### config.mk
export PLATFORM = sky130hd
export DESIGN_NAME = shouse_cenloop
export DESIGN_NICKNAME = d
export VERILOG_FILES = /design/src/shouse_pkg.sv /design/src/shouse_cenloop.sv
export SDC_FILE = /design/constraint.sdc
export NUM_CORES = 1
export LEC_CHECK = 0
export BUFFER_PORTS_ARGS = -buffer_cell sky130_fd_sc_hd__buf_2
export CAP_MARGIN = 5
export CORE_AREA = 5 5 42 44
export DETAILED_ROUTE_END_ITERATION = 10
export DIE_AREA = 0 0 47 49
export PLACE_DENSITY = 0.3
export SKIP_LAST_GASP = 1
export SYNTH_ARGS = -nofsm -noshare
export SYNTH_HDL_FRONTEND = slang
export SYNTH_SLANG_ARGS = --single-unit
### constraint.sdc
create_clock -name clk -period 1.3 [get_ports clk]
set_clock_uncertainty 0.15 [all_clocks]
set_input_delay 0.26 -clock clk [delete_from_list [all_inputs] [get_ports clk]]
set_output_delay 0.26 -clock clk [all_outputs]
set_load 0.02 [all_outputs]
### src/shouse_pkg.sv
////////////////////////////////////////////////////////////////////////////
// Memory map and widths shared by the subsystem. Windows are aligned to
// their own size, so a window is matched on the upper address bits only.
////////////////////////////////////////////////////////////////////////////
`default_nettype none

package shouse_pkg;

    localparam int BADDR_W = 16;
    localparam int DATA_W  = 8;
    localparam int TRI_AW  = 11;
    localparam int KEY_AW  = 3;
    localparam int RAM_AW  = 13;

    // Main-bus windows
    localparam logic [BADDR_W-1:0] TRI_BASE = 16'h4000;
    localparam logic [BADDR_W-1:0] KEY_BASE = 16'h5000;
    localparam logic [BADDR_W-1:0] RAM_BASE = 16'h6000;

    // Key chip register offsets
    localparam logic [KEY_AW-1:0] KEY_ID_REG   = 3'd0;
    localparam logic [KEY_AW-1:0] KEY_MULA_REG = 3'd4;
    localparam logic [KEY_AW-1:0] KEY_MULB_REG = 3'd5;
    localparam logic [KEY_AW-1:0] KEY_PLO_REG  = 3'd6;
    localparam logic [KEY_AW-1:0] KEY_PHI_REG  = 3'd7;

    // Enable cycle and the phase of each enable within it
    localparam int             CEN_DIV = 8;
    localparam int             CEN_W   = $clog2(CEN_DIV);
    localparam logic [1:0]     MAIN_PH = 2'd3;
    localparam logic [1:0]     SND_PH  = 2'd1;
    localparam logic [CEN_W-1:0] MCU_PH = 3'd5;

endpackage

`default_nettype wire

### src/shouse_cenloop.sv
////////////////////////////////////////////////////////////////////////////
// Enables are combinational from the phase counter. A cen_main pulse that
// falls while busy is high is dropped, never queued.
////////////////////////////////////////////////////////////////////////////
`timescale 1ns/1ns
`default_nettype none

module shouse_cenloop(
    input  wire  clk,
    input  wire  rst,
    input  wire  busy,
    output logic cen_main,
    output logic cen_snd,
    output logic cen_mcu,
    output logic snd_sel
);
    import shouse_pkg::*;

    logic [CEN_W-1:0] cnt;

    always_ff @(posedge clk) begin
        if (rst) begin
            cnt <= '0;
        end else if (cnt == CEN_W'(CEN_DIV-1)) begin
            cnt <= '0;
        end else begin
            cnt <= cnt + 1'd1;
        end
    end

    // Main and sound run at a quarter of clk, two clocks apart
    assign cen_main = (cnt[1:0] == MAIN_PH) & ~busy;
    assign cen_snd  = cnt[1:0] == SND_PH;

    // MCU gets one pulse per cycle, in the second half
    assign cen_mcu  = cnt == MCU_PH;

    // Sound owns port B in the first half of the cycle,
    // the MCU in the second half
    assign snd_sel  = ~cnt[CEN_W-1];

endmodule

`default_nettype wire

==> summary.md <==
| Metric | Value |
|---|---|
| Endpoints failing hold | 0 |
| GPL Wtd Cong | 0.674 |
| Syn Area/Cell | 10.8 µm² |
| Routed Antenna Nets | 0 |
| Worst path arrival time | 1.01 ns |
| CP Capture Type | output pin |
| Worst Slack Setup Final | -0.121 ns |
| IO buf count | 6 |
| Reg clk slew, reported paths | 0.03 ns |
| Top Ports | 7 |
| Post-synth top area cell | dfxtp_1 |
| P per Cell Area | 1200 nW/µm² |
| Critical path launch point type | flop |
| RSZ-0062 raised after global routing | true |
| Skew-Pair Late Insertion Delay | 0.23 ns |
| YS warnings | 0 |
| Final setup fails | 3 |
| Syn-to-layout area delta | 88.4% |
| Maximum buffer depth of the clock tree | 2 |
| CTS Sinks | 3 |
| CTS buffer count | 3 |
| WHS | 0.0706 ns |
| Initial antenna violation count | 0 |
| Gr ovfl total | 0 |
| Post-DP HPWL | 231 µm |
| Post-CTS setup buffer count | 0 |
| Max-slew violation count | 0 |
| Initial Util | 10.0% |
| Top Registers | cnt x3 |
| DIE WIDTH | 47 µm |
| Number of global-route vias before repair | 149 |
| R2R setup slack | 0.13 ns |
| Slew HR | 90.8% |
| Final WL | 292 µm |
| Hold_buf cts | 0 |
| Drt wl/cell | 7.49 µm |
| CTS tree | built |
| Max reg flops | 3 |
| Via Count | 125 |
| Sequential fraction of the synthesis area | 42.9% |
| Site Rows | 14 |
| Final net count | 30 |
| DRT Pass-1 Iters | 2 |
| CTS root buffer | clkbuf_4 |
| Post-CTS sizing | 12 |
| Status | complete, but fails checks |
| Crit path kind | reg -> out |
| Die Ht | 49 µm |
| Drt first-iter violations | 2 |
| Die area | 2300 µm² |
| Largest Register | cnt |
| Worst-margin pin slew | 0.137 ns |
| Drt drc | 0 |
| Max Cap Violations | 0 |
| Final min period | 1.42 ns |
| Unique cell type count in the Yosys netlist | 7 |
| CORE AREA | 1400 µm² |
| Syn nets | 19 |
| Failing checks | setup timing |
| Synth Register Bits | 3 |
| Final Cycle Share | 109% |
| # H-tree levels | 1 |
| Share of layout cells above drive strength 1 | 73.9% |
| GRT Util Overall | 3.87% |
| Core Util, Final | 18.8% |
| First-pass GRT wire length | 545 µm |
| Leak | 0.111 nW |
| ANT cells | 0 |
| Peak VDD IR | 456 µV |
| Synth Instances | 13 |
| Worst Hold Class | in -> reg |
| DR vias/cell | 3.21 |
| Synth top area cells | dfxtp_1, ha_1, nor3b_2, nor3_1, inv_1 |
| Yosys top cell area share | 42.9% |
| Worst Path Max Fanout | 2 |
| Largest net degree at the start of global routing | 4 |
| Fmax achieved | 704 MHz |
| Worst path required time | 0.89 ns |
| Post-Syn Area | 140 µm² |
==> cell type report <==
type | instances | area [µm²]
Sequential cell | 3 | 65.1
Multi-Input combinational cell | 8 | 103
Tap cell | 16 | 20.0
Clock buffer | 4 | 26.3
Fill cell | 167 | 1140
Timing Repair Buffer | 6 | 42.5
Inverter | 2 | 7.51
==> metrics by stage <==
step	TNS [ns]	instances	instance area, µm²	worst slack [ns]	power [mW]
final	-0.265	39	264	-0.121	0.318
after global placement	0	35	190	0.0912	0.143
after CTS	-0.316	39	258	-0.138	0.331
after detailed placement	0	35	190	0.0592	0.146
after global routing	-0.417	39	264	-0.173	0.354
after floorplan	0	13	140	0.0138	0.131
==> layout by cell type (no fill, tap or decap), drive strengths merged <==
cell type  instances
inv                2
buf                6
nor3               2
nor2b              1
nor3b              1
and2               1
clkbuf             4
dfxtp              3
ha                 3
==> power by group <==
part,internal (mW),switching (mW),total [mW]
Clock,0.115,0.0457,0.161
Combinational,0.0235,0.0225,0.0460
Sequential,0.101,0.00990,0.111
Total,0.240,0.0781,0.318
==> path summary, 6_finish.rpt <==
check | from | endpoint | cells past startpoint
worst max register to register | cnt[0] | cnt[2] | 3
worst max-delay path | cnt[1] | cen_mcu | 4
worst min-delay path | rst | cnt[1] | 2
worst min register to register | cnt[0] | cnt[0] | 1
==> metal layers <==
| layer | GRT usage, % | vias to the layer above | share of wire (%) |
|---|---|---|---|
| met1 | 3.29 | 55 | 45 |
| met2 | 4.30 | 7 | 39 |
| met5 | 0 | - | 0 |
| met4 | 5.53 | 0 | 0 |
| li1 | - | 63 | - |
| met3 | 3.32 | 0 | 16 |
==> Yosys cell counts <==
| library cell | n |
|---|---|
| dfxtp_1 | 3 |
| and2_1 | 1 |
| inv_1 | 2 |
| nor3_1 | 2 |
| nor2b_1 | 1 |
| nor3b_2 | 1 |
| ha_1 | 3 |
==> worst max-delay path: stages, from the launching register on <==
cell	delay, ns
dfxtp_2	0.34
inv_2	0.05
ha_4	0.14
and2_4	0.13
buf_6	0.12
==> cells by family after synthesis <==
group         after synthesis  share of synthesized area [%]
simple gates                5                           25.0
flops                       3                           42.9
fa+ha+maj                   3                           26.8
buf+inv                     2                           5.36
Note: power is estimated with default switching activity, not from simulation.
