$ cat src/shouse_pkg.sv
////////////////////////////////////////////////////////////////////////////
// Memory map and widths shared by the subsystem. Windows are aligned to
// their own size, so a window is matched on the upper address bits only.
////////////////////////////////////////////////////////////////////////////
`default_nettype none

package shouse_pkg;

    localparam int BADDR_W = 16;
    localparam int DATA_W  = 8;
    localparam int TRI_AW  = 11;
    localparam int KEY_AW  = 3;
    localparam int RAM_AW  = 13;

    // Main-bus windows
    localparam logic [BADDR_W-1:0] TRI_BASE = 16'h4000;
    localparam logic [BADDR_W-1:0] KEY_BASE = 16'h5000;
    localparam logic [BADDR_W-1:0] RAM_BASE = 16'h6000;

    // Key chip register offsets
    localparam logic [KEY_AW-1:0] KEY_ID_REG   = 3'd0;
    localparam logic [KEY_AW-1:0] KEY_MULA_REG = 3'd4;
    localparam logic [KEY_AW-1:0] KEY_MULB_REG = 3'd5;
    localparam logic [KEY_AW-1:0] KEY_PLO_REG  = 3'd6;
    localparam logic [KEY_AW-1:0] KEY_PHI_REG  = 3'd7;

    // Enable cycle and the phase of each enable within it
    localparam int             CEN_DIV = 8;
    localparam int             CEN_W   = $clog2(CEN_DIV);
    localparam logic [1:0]     MAIN_PH = 2'd3;
    localparam logic [1:0]     SND_PH  = 2'd1;
    localparam logic [CEN_W-1:0] MCU_PH = 3'd5;

endpackage

`default_nettype wire

$ cat src/shouse_decoder.sv
////////////////////////////////////////////////////////////////////////////
// At most one select is active. The read mux follows the select of the
// previous clock, matching the one-clock read latency of every block.
////////////////////////////////////////////////////////////////////////////
`timescale 1ns/1ns
`default_nettype none

module shouse_decoder(
    input  wire                           clk,
    input  wire                           rst,
    input  wire [shouse_pkg::BADDR_W-1:0] baddr,
    input  wire                           bus_cs,
    output logic                          tri_cs,
    output logic                          key_cs,
    output logic                          ram_cs,
    input  wire [shouse_pkg::DATA_W-1:0]  tri_dout,
    input  wire [shouse_pkg::DATA_W-1:0]  key_dout,
    input  wire [shouse_pkg::DATA_W-1:0]  ram_dout,
    output logic [shouse_pkg::DATA_W-1:0] bdin
);
    import shouse_pkg::*;

    logic       tri_hit, key_hit, ram_hit;
    logic [2:0] sel_q;

    // Windows are size aligned, compare the bits above the window
    assign tri_hit = baddr[BADDR_W-1:TRI_AW] == TRI_BASE[BADDR_W-1:TRI_AW];
    assign key_hit = baddr[BADDR_W-1:KEY_AW] == KEY_BASE[BADDR_W-1:KEY_AW];
    assign ram_hit = baddr[BADDR_W-1:RAM_AW] == RAM_BASE[BADDR_W-1:RAM_AW];

    assign tri_cs = bus_cs & tri_hit;
    assign key_cs = bus_cs & key_hit;
    assign ram_cs = bus_cs & ram_hit;

    // One-hot: bit 0 tri-RAM, bit 1 key, bit 2 work RAM
    always_ff @(posedge clk) begin
        if (rst) begin
            sel_q <= '0;
        end else begin
            sel_q <= {ram_cs, key_cs, tri_cs};
        end
    end

    always_comb begin
        if (sel_q[0]) begin
            bdin = tri_dout;
        end else if (sel_q[1]) begin
            bdin = key_dout;
        end else if (sel_q[2]) begin
            bdin = ram_dout;
        end else begin
            // Open bus
            bdin = '1;
        end
    end

endmodule

`default_nettype wire

$ cat config.mk
export PLATFORM = sky130hd
export DESIGN_NAME = shouse_decoder
export DESIGN_NICKNAME = d
export VERILOG_FILES = /design/src/shouse_pkg.sv /design/src/shouse_decoder.sv
export SDC_FILE = /design/constraint.sdc
export NUM_CORES = 1
export LEC_CHECK = 0
export ABC_AREA = 1
export BUFFER_PORTS_ARGS = -buffer_cell sky130_fd_sc_hd__buf_2
export CAP_MARGIN = 20
export CORE_UTILIZATION = 24
export CTS_CLUSTER_SIZE = 20
export DETAILED_ROUTE_END_ITERATION = 10
export GPL_TIMING_DRIVEN = 0
export MAX_ROUTING_LAYER = met4
export PLACE_DENSITY = 0.71
export SKIP_CTS_REPAIR_TIMING = 1
export SLEW_MARGIN = 20
export SYNTH_ARGS = -nofsm -noshare
export SYNTH_HDL_FRONTEND = slang
export SYNTH_SLANG_ARGS = --single-unit
$ cat constraint.sdc
create_clock -name clk -period 0.8 [get_ports clk]
set_clock_uncertainty 0.15 [all_clocks]
set_input_delay 0.16 -clock clk [delete_from_list [all_inputs] [get_ports clk]]
set_output_delay 0.16 -clock clk [all_outputs]
set_load 0.05 [all_outputs]
==> impl_metrics.yaml <==
power_and_ir_drop:
  p_seq_share_pct: 21.2
  p_leak_uw: 0.000465
  internal_power_uw: 477
  clock_power_share_pct: 38.2
  switching_power_uw: 229
  ir_drop_v: 0.000562
  pwr_density_cell_mw_per_mm2: 662
  fin_total_pwr_uw: 707
  p_comb_share_pct: 40.6
  netSwitchingFraction_pct: 32.5
route:
  route.detailed.drc: 0
  via_count: 642
  drt-total-wl_mm: 1.46
  vias_per_cell: 4.65
  final_antenna_net_count: 0
  drt_iter0_markers: 4
  wl_per_cell_um: 10.6
  first_pass_iters: 2
hold_path:
  hp-class: "in -> reg"
yosys:
  ys.flop_type: "dfxtp_1"
  yosys.area.top_type: "dfxtp_1"
  synth_top_area_share_pct: 17.7
  synth_edf_count: 0
  netlist_top_cells_count: "14 x nand2_1, 13 x nor2_1, 8 x o21ai_0, 8 x o21ai_1, 6 x inv_1"
  syn_inst: 65
  synthArstFlopShare_pct: 0
  syn_nets: 108
  ys_seq_elements: 3
  yosysSeqAreaShare_pct: 17.7
  yosysMostFrequentCell: "nand2_1"
  syn-cell-area_um2: 339
  synth_area_leaders: "dfxtp_1 18%, nand2_1 15%, nor2_1 14%, o21ai_0 12%, o21ai_1 12%"
  postSynthAreaPerCell_um2: 5.22
  yosysWarnings: 0
  ys_types: 13
job:
  cap_violations: 0
worst_setup_path:
  cp-end-kind: "primary output"
  worstPathBufferInverterCount: 2
  critical_path_required_ns: 0.49
  critPathLaunchType: "flop"
  worstSetupPathType: "reg -> out"
  crit_path_max_incr_delay_ns: 0.37
  path_cells: "inv_8 > nand2_8 > nor2_2 > o21ai_4 > buf_6"
  cp.arrival_ns: 1.14
  critPathSlowestCell: "dfxtp_4"
  crit_family: "flip-flops"
  crit_path_max_fanout: 8
global_route:
  grt_pass1_wl_mm: 1.53
  grt_pass1_vias: 410
  overflow: 0
  antenna_found_initial: 0
  grt_max_degree: 10
  track_usage_pct: 15.1
clock_tree:
  clk_pin_slew_worst_paths_ns: 0.04
  cts.sinks: 3
  h-tree-depth: 1
  cts_buffers: 3
  clk_path_buf_depth: 2
  cts_root_buf: "clkbuf_4"
  tritoncts: "built"
cells_and_area:
  fill_cells: 83
  layout.nets: 167
  area_delta_synth_final_pct: 215
  reg_top3: "sel_q (3)"
  drive_gt1_share_pct: 86.2
  regMostFlops: "sel_q"
  final_core_util_pct: 82.0
  antenna_cells: 0
  largest_reg_flops: 3
timing:
  fmax_mhz: 688
  timing.final.hold_violations: 2
  rsz0062_at_grt: "yes"
  maxSlewHeadroom_pct: 83.5
  worst-slew-pin-transition_ns: 0.245
  setup_viol: 11
  slew_violations: 0
  setup_ws_ns: -0.654
  whs_ns: -0.0520
  finalCritPeriodShare_pct: 182
  finalCriticalPeriod_ns: 1.45
  fin_tns_setup_ns: -5.93
floorplan:
  io_pins: 54
  fp.dieW_um: 39.6
  core_area_mm2: 0.00130
  die_area_mm2: 0.00157
  fp-row-count: 13
  die_y_um: 39.6
  start_util_pct: 26.1
placement:
  io_buffers: 50
  post-place-ws_ns: -0.584
  dp_hpwl_um: 978
  gp_congestion: 0.641
status:
  outcome: "finished with violations"
  violations: "negative hold slack, negative setup slack"
## final timing paths
check | from | to | slack [ns] | cells past startpoint
hold / removal | baddr[12] | sel_q[0] | -0.05 | 2
setup / recovery | sel_q[1] | bdin[2] | -0.65 | 5
## cell type report
class | instances | area, µm² | area share (%)
Sequential cell | 3 | 65.1 | 6.10
Clock buffer | 4 | 26.3 | 2.46
Buffer | 1 | 11.3 | 1.06
Timing Repair inverter | 1 | 5.00 | 0.469
Timing Repair Buffer | 53 | 383 | 35.9
Multi-Input combinational cell | 52 | 475 | 44.5
Inverter | 9 | 82.6 | 7.74
Tap cell | 15 | 18.8 | 1.76
## cells in the final DEF (no fill, tap or decap)
| cell type | count |
|---|---|
| dfxtp_1 | 1 |
| nor4_1 | 2 |
| inv_2 | 1 |
| clkinv_8 | 1 |
| nand2_4 | 2 |
| dfxtp_2 | 1 |
| clkbuf_4 | 3 |
| inv_8 | 2 |
| buf_8 | 4 |
| buf_4 | 1 |
| buf_6 | 13 |
| nand3_4 | 1 |
| clkinvlp_4 | 1 |
| nand2_8 | 1 |
| o21ai_2 | 8 |
| nor2_2 | 9 |
| o21ai_4 | 8 |
| inv_12 | 1 |
| clkbuf_1 | 1 |
| nand2_1 | 10 |
| inv_1 | 1 |
| nor2_1 | 2 |
| dfxtp_4 | 1 |
| clkinv_2 | 1 |
| nand2_2 | 2 |
| inv_4 | 2 |
| buf_2 | 36 |
| nor2_4 | 5 |
| nor3_4 | 2 |
## power by group through the flow
stage | Sequential (µW) | Combinational (µW) | Clock (µW)
after floorplan | 155 | 93.8 | 0
after global placement | 155 | 211 | 0
after detailed placement | 155 | 215 | 0
after CTS | 152 | 216 | 278
after global routing | 149 | 306 | 314
final | 150 | 287 | 270
## stage by stage
step	std cells	cell area [µm²]
floorplan	65	533
global placement	130	802
detailed placement	130	802
CTS	134	828
global route	138	1070
finish	138	1070
## cell families (layout without fill, tap and decap cells)
group / after synthesis / count (layout) / share of synthesized area [%]
and+or+nand+nor: 36 / 36 / 45.4
AOI/OAI and AO/OA: 16 / 16 / 23.6
DFF: 3 / 3 / 17.7
buffers and inverters: 10 / 68 / 13.3
## per-layer routing
layer	track usage [%]	part of all wire, %	vias to the layer above
met5	-	0	-
met4	10.3	0	0
met3	2.27	9.2	0
met2	27.5	56	41
met1	14.5	35	273
li1	-	-	328
No activity file was read; power rests on OpenSTA's default activity.
