### config.mk
export PLATFORM = sky130hd
export DESIGN_NAME = shouse_key
export DESIGN_NICKNAME = d
export VERILOG_FILES = /design/src/shouse_pkg.sv /design/src/shouse_key.sv
export SDC_FILE = /design/constraint.sdc
export NUM_CORES = 1
export LEC_CHECK = 0
export ABC_AREA = 1
export BUFFER_PORTS_ARGS = -buffer_cell sky130_fd_sc_hd__buf_4
export CAP_MARGIN = 20
export CORE_MARGIN = 2
export CORE_UTILIZATION = 55
export DETAILED_ROUTE_END_ITERATION = 7
export PLACE_DENSITY = 0.8
export SLEW_MARGIN = 15
export SYNTH_ARGS = -nofsm -noshare
export SYNTH_HDL_FRONTEND = slang
export SYNTH_SLANG_ARGS = --single-unit
### constraint.sdc
create_clock -name clk -period 6.5 [get_ports clk]
set_input_delay 0.975 -clock clk [delete_from_list [all_inputs] [get_ports clk]]
set_output_delay 0.975 -clock clk [all_outputs]
set_load 0.03 [all_outputs]
### src/shouse_pkg.sv
////////////////////////////////////////////////////////////////////////////
// Memory map and widths shared by the subsystem. Windows are aligned to
// their own size, so a window is matched on the upper address bits only.
////////////////////////////////////////////////////////////////////////////
`default_nettype none

package shouse_pkg;

    localparam int BADDR_W = 16;
    localparam int DATA_W  = 8;
    localparam int TRI_AW  = 11;
    localparam int KEY_AW  = 3;
    localparam int RAM_AW  = 13;

    // Main-bus windows
    localparam logic [BADDR_W-1:0] TRI_BASE = 16'h4000;
    localparam logic [BADDR_W-1:0] KEY_BASE = 16'h5000;
    localparam logic [BADDR_W-1:0] RAM_BASE = 16'h6000;

    // Key chip register offsets
    localparam logic [KEY_AW-1:0] KEY_ID_REG   = 3'd0;
    localparam logic [KEY_AW-1:0] KEY_MULA_REG = 3'd4;
    localparam logic [KEY_AW-1:0] KEY_MULB_REG = 3'd5;
    localparam logic [KEY_AW-1:0] KEY_PLO_REG  = 3'd6;
    localparam logic [KEY_AW-1:0] KEY_PHI_REG  = 3'd7;

    // Enable cycle and the phase of each enable within it
    localparam int             CEN_DIV = 8;
    localparam int             CEN_W   = $clog2(CEN_DIV);
    localparam logic [1:0]     MAIN_PH = 2'd3;
    localparam logic [1:0]     SND_PH  = 2'd1;
    localparam logic [CEN_W-1:0] MCU_PH = 3'd5;

endpackage

`default_nettype wire

### src/shouse_key.sv
////////////////////////////////////////////////////////////////////////////
// The ID is only loaded from the ROM header, bus writes to it are ignored.
// Product registers at offsets 6 and 7 are read only.
////////////////////////////////////////////////////////////////////////////
`timescale 1ns/1ns
`default_nettype none

module shouse_key(
    input  wire                           clk,
    input  wire                           rst,
    input  wire                           cs,
    input  wire                           rnw,
    input  wire [shouse_pkg::KEY_AW-1:0]  addr,
    input  wire [shouse_pkg::DATA_W-1:0]  din,
    output logic [shouse_pkg::DATA_W-1:0] dout,
    input  wire                           cen,
    input  wire                           prog_en,
    input  wire                           prog_wr,
    input  wire [shouse_pkg::KEY_AW-1:0]  prog_addr,
    input  wire [shouse_pkg::DATA_W-1:0]  prog_data
);
    import shouse_pkg::*;

    // Offsets 0 to 5, ID at 0 and the operands at 4 and 5
    logic [DATA_W-1:0]   regs [0:KEY_PLO_REG-1];
    logic [2*DATA_W-1:0] prod_q;
    logic                bus_we, hdr_we;

    assign bus_we = cs & cen & ~rnw & (addr != KEY_ID_REG) & (addr < KEY_PLO_REG);
    assign hdr_we = prog_en & prog_wr & (prog_addr == KEY_ID_REG);

    always_ff @(posedge clk) begin
        if (bus_we) begin
            regs[addr] <= din;
        end
        if (hdr_we) begin
            regs[KEY_ID_REG] <= prog_data;
        end
    end

    // Unsigned multiplier, one clock behind the operands
    always_ff @(posedge clk) begin
        prod_q <= {{DATA_W{1'b0}}, regs[KEY_MULA_REG]} *
                  {{DATA_W{1'b0}}, regs[KEY_MULB_REG]};
    end

    always_ff @(posedge clk) begin
        if (rst) begin
            dout <= '0;
        end else if (cs) begin
            case (addr)
                KEY_PLO_REG: dout <= prod_q[DATA_W-1:0];
                KEY_PHI_REG: dout <= prod_q[2*DATA_W-1:DATA_W];
                default:     dout <= regs[addr];
            endcase
        end
    end

endmodule

`default_nettype wire

==> Flow_metrics.wiki <==
{| class="wikitable"
! Metric !! Value
|-
| CP delay by family, top || adder cells
|-
| Total leakage power || roughly 3.3 nW
|-
| Number of placement rows || 35
|-
| Clock latency at the later pin of the worst-skew pair || 0.35 ns
|-
| Number of cells traversed by the worst hold path || 2
|-
| Number of DRC markers after the initial detailed-route iteration || approximately 330
|-
| Fraction of power consumed by combinational cells || between 10% and 20%
|-
| Kind of critical path || flop to flop
|-
| Arrival @ worst endpoint || between 4 and 5 ns
|-
| CTS tree || built
|-
| Final Max Tran Viols || 0
|-
| Pin count of the biggest net entering global routing || 22
|-
| Via Count || 4,169
|-
| Synthesized area per cell || slightly below 8 sq um
|-
| CTS HTree Levels || 3
|-
| Sequential share of the synthesized area || between 30% and 40%
|-
| Clock skew || about 0.013 ns
|-
| Fin. Hold Viols || 0
|-
| Cell occurring most often along the worst timing path || sky130_fd_sc_hd__inv_1
|-
| R2R Path Start || regs[5][2]
|-
| Setup repair after global routing missed its margin || no
|-
| Run status || finished clean
|-
| Seq pwr share || a little over half
|-
| Pwr per Cell Area || around 170 nW/um^2
|-
| Series of cell instances along the critical path || nand2_1 > inv_1 > fa_1 > inv_1 > fa_1 > inv_1 > fa_1 > inv_1 > fa_1 > inv_1 > ha_1 > nand2_1 > nor2_1 > nand2_1 > nand2_1 > xor2_1
|-
| Fin crit period || ~3.9 ns
|-
| DRC || 0
|-
| Worst EP required || 6.78 ns
|-
| Hold EP || dout[1]
|-
| Capturing element type of the critical path || flop
|-
| Slack of the worst reg-to-reg path || approximately 2.6 ns
|-
| Global routing usage summed across all routing layers || 22.9%
|-
| Summed instance area of the synthesized netlist || roughly 5300 sq um
|-
| Worst Reg-to-Reg Cells || 16
|-
| Total grt overflow || 0
|-
| Net load switching power || about 0.00028 W
|-
| Slew @ Worst Pin || about 0.5 ns
|-
| Die Y-Extent || 102 um
|-
| Buffers on Ports || 36
|-
| Yosys warning total || 0
|-
| Endpoint of the worst-slack reg-to-reg timing path || prod_q[10]
|-
| Global-route wire length before repair || roughly 18 mm
|-
| Maximum root-to-sink buffer count || 2
|-
| Total of hold buffers inserted after clock tree synthesis || 0
|-
| # resized after CTS || 0
|-
| Final setup viols || 0
|-
| Critical Path Max Stage Delay || 0.56 ns
|-
| Instance count of the mapped netlist || 673
|-
| Via count of the first global-routing pass || around 4,000
|-
| Total iterations of the first detailed-routing run || 6
|-
| Internal power consumption || between 0.0007 and 0.0008 W
|-
| Number of buffers and inverters on the critical path || 5
|-
| DPL Wire Length || 8.95 mm
|-
| Post-CTS Setup Bufs || 0
|-
| Proportion of layout cells with a drive suffix above 1 || 8.87%
|-
| Slew HR || between 60% and 70%
|-
| Maximum clock frequency || ~0.25 GHz
|-
| Final setup TNS || 0 ns
|-
| Number of antenna repair diodes || 0
|-
| Number of cells on the critical path || 16
|-
| Die boundary width || just over 100 um
|-
| Number of different library cells in the post-synthesis netlist || 26
|-
| Via-to-Cell Ratio || 5.04
|-
| Final #Nets || 795
|-
| Number of antenna violations at the first check in global routing || 0
|-
| Cts bufs inserted || 9
|-
| Total power || slightly below 0.001 W
|-
| Core Area || 9330 sq um
|-
| Average detailed-routed wire length per instance || between 10 and 15 um
|-
| Initial core utilization || about 57%
|-
| Crit-path max FO || 9
|-
| Switching Fraction || 28.4%
|-
| Nets in the synthesized netlist || 774
|-
| Launching element type of the critical path || flop
|-
| Clock Sinks || 72
|-
| Max-cap viol count || 0
|-
| Worst VDD drop || ~0.13 mV
|-
| Total wirelength of the detailed-routed design || about 11 mm
|-
| Register clock-pin slew on the reported worst setup and hold paths || 0.08 ns
|-
| Detail Route Antenna Nets || 0
|-
| Worst hold path class || flop to flop
|-
| Layout area overhead || 8.72%
|-
| Final worst-path cycle share || between 60% and 70%
|-
| Die Footprint || approximately 11,000 sq um
|-
| Routability congestion estimate from global placement || about 0.9
|-
| Worst hold start || dout[1]
|-
| CTS Root Cell || sky130_fd_sc_hd__clkbuf_8
|-
| Clock network power share || between 30% and 40%
|-
| Register bit total from synthesis || a little over 70
|-
| Crit-path slowest cell || sky130_fd_sc_hd__edfxtp_1
|-
| # IOs || 37
|}
-- flip-flops by register name (all words and copies together) (netlist names) --
| register | cells |
|---|---|
| prod_q | 16 |
| dout | 8 |
| regs | 48 |
-- area by class of cell --
cell class                 count  area [sq um]
clock inverter                 6          35.0
tap                          129           161
timing repair buffer          36           270
clock buffer                  10           128
fill                         776          3530
sequential                    72          1920
inverter                     174           653
multi-input combinational    401          2630
-- metal layers --
metal	share of wire, %	GRT usage (%)
met1	41	28.9
met4	1.5	5.64
met5	0	0
met2	51	40.2
met3	6.6	4.88
-- cell usage after synthesis --
| cell type | instances | share of area, % |
|---|---|---|
| sky130_fd_sc_hd__nand2_1 | 213 | 15 |
| sky130_fd_sc_hd__inv_1 | 171 | 12 |
| sky130_fd_sc_hd__edfxtp_1 | 48 | 27 |
| sky130_fd_sc_hd__nand3_1 | 47 | 4.4 |
| sky130_fd_sc_hd__fa_1 | 36 | 14 |
| sky130_fd_sc_hd__ha_1 | 36 | 8.4 |
| sky130_fd_sc_hd__dfxtp_1 | 24 | 9.0 |
| sky130_fd_sc_hd__nor2_1 | 20 | 1.4 |
| sky130_fd_sc_hd__clkbuf_1 | 17 | 1.2 |
| sky130_fd_sc_hd__a21oi_1 | 16 | 1.5 |
| sky130_fd_sc_hd__o21ai_0 | 8 | 0.75 |
| sky130_fd_sc_hd__xor2_1 | 6 | 0.98 |
| sky130_fd_sc_hd__nand4_1 | 5 | 0.59 |
| sky130_fd_sc_hd__a21oi_2 | 4 | 0.66 |
| sky130_fd_sc_hd__buf_2 | 4 | 0.38 |
| sky130_fd_sc_hd__buf_4 | 3 | 0.42 |
| sky130_fd_sc_hd__nor2_4 | 3 | 0.63 |
| sky130_fd_sc_hd__a211oi_2 | 2 | 0.47 |
| sky130_fd_sc_hd__buf_6 | 2 | 0.42 |
| sky130_fd_sc_hd__inv_2 | 2 | 0.14 |
| sky130_fd_sc_hd__clkinv_1 | 1 | 0.070 |
| sky130_fd_sc_hd__nand2_4 | 1 | 0.21 |
| sky130_fd_sc_hd__nand3b_1 | 1 | 0.14 |
| sky130_fd_sc_hd__nor2_8 | 1 | 0.38 |
| sky130_fd_sc_hd__nor3_1 | 1 | 0.094 |
| sky130_fd_sc_hd__xnor2_1 | 1 | 0.16 |
-- placed cells by master, fill, tap and decap left out, types with 2 or more instances in the layout --
cell                       instances
sky130_fd_sc_hd__a211oi_2          2
sky130_fd_sc_hd__a21oi_1          16
sky130_fd_sc_hd__a21oi_2           4
sky130_fd_sc_hd__buf_4            36
sky130_fd_sc_hd__clkbuf_8          9
sky130_fd_sc_hd__clkinv_1          3
sky130_fd_sc_hd__clkinv_2          2
sky130_fd_sc_hd__dfxtp_1          24
sky130_fd_sc_hd__edfxtp_1         48
sky130_fd_sc_hd__fa_1             36
sky130_fd_sc_hd__ha_1             36
sky130_fd_sc_hd__inv_1           171
sky130_fd_sc_hd__inv_2             2
sky130_fd_sc_hd__nand2_1         213
sky130_fd_sc_hd__nand3_1          47
sky130_fd_sc_hd__nand4_1           5
sky130_fd_sc_hd__nor2_1           20
sky130_fd_sc_hd__nor2_4            3
sky130_fd_sc_hd__o21ai_0           8
sky130_fd_sc_hd__xor2_1            6
-- worst min-delay path, stage by stage (launching register included) --
cell and delay (ns):
sky130_fd_sc_hd__dfxtp_1 0.31, sky130_fd_sc_hd__o21ai_0 0.14, sky130_fd_sc_hd__a21oi_1 0.04
-- kinds of logic (layout without fill, tap and decap cells) --
family / Yosys count / after routing / share of synthesized area (%)
adder cells (fa/ha/maj): 72 / 72 / 22.0
buffers and inverters: 200 / 226 / 14.7
flip-flops: 72 / 72 / 36.0
AO/OA/AOI/OAI: 30 / 30 / 3.38
AND/OR/NAND/NOR: 292 / 292 / 22.8
XOR/XNOR: 7 / 7 / 1.15
-- worst max path at each step --
stage,endpoint,startpoint,slack (ns)
2_1_floorplan,prod_q[12],regs[5][2],2.82
3_3_place_gp,prod_q[15],regs[4][5],2.63
3_5_place_dp,prod_q[15],regs[4][5],2.59
4_1_cts,prod_q[10],regs[5][2],2.58
5_1_grt,prod_q[14],regs[4][5],2.33
6_report,prod_q[10],regs[5][2],2.57
-- power groups by stage --
stage          Clock, W  Combinational, W  Sequential, W
6_report       0.000304          0.000166       0.000520
3_3_place_gp          0          0.000159       0.000530
3_5_place_dp          0          0.000165       0.000530
4_1_cts        0.000307          0.000166       0.000520
5_1_grt        0.000324          0.000189       0.000522
2_1_floorplan         0          0.000110       0.000533
-- through the flow --
step                      hold slack [ns]  instance area [sq um]  utilization [%]  cells  setup WS, ns
after floorplan                     0.545                   5340                -    673          2.82
after global placement              0.509                   5640             60.4    812          2.63
after detailed placement            0.512                   5640             60.4    812          2.59
after CTS                           0.533                   5800             62.2    828          2.58
after global routing                0.563                   5800             62.2    828          2.33
final                               0.532                   5800             62.2    828          2.57
Note: power is estimated with default switching activity, not from simulation.
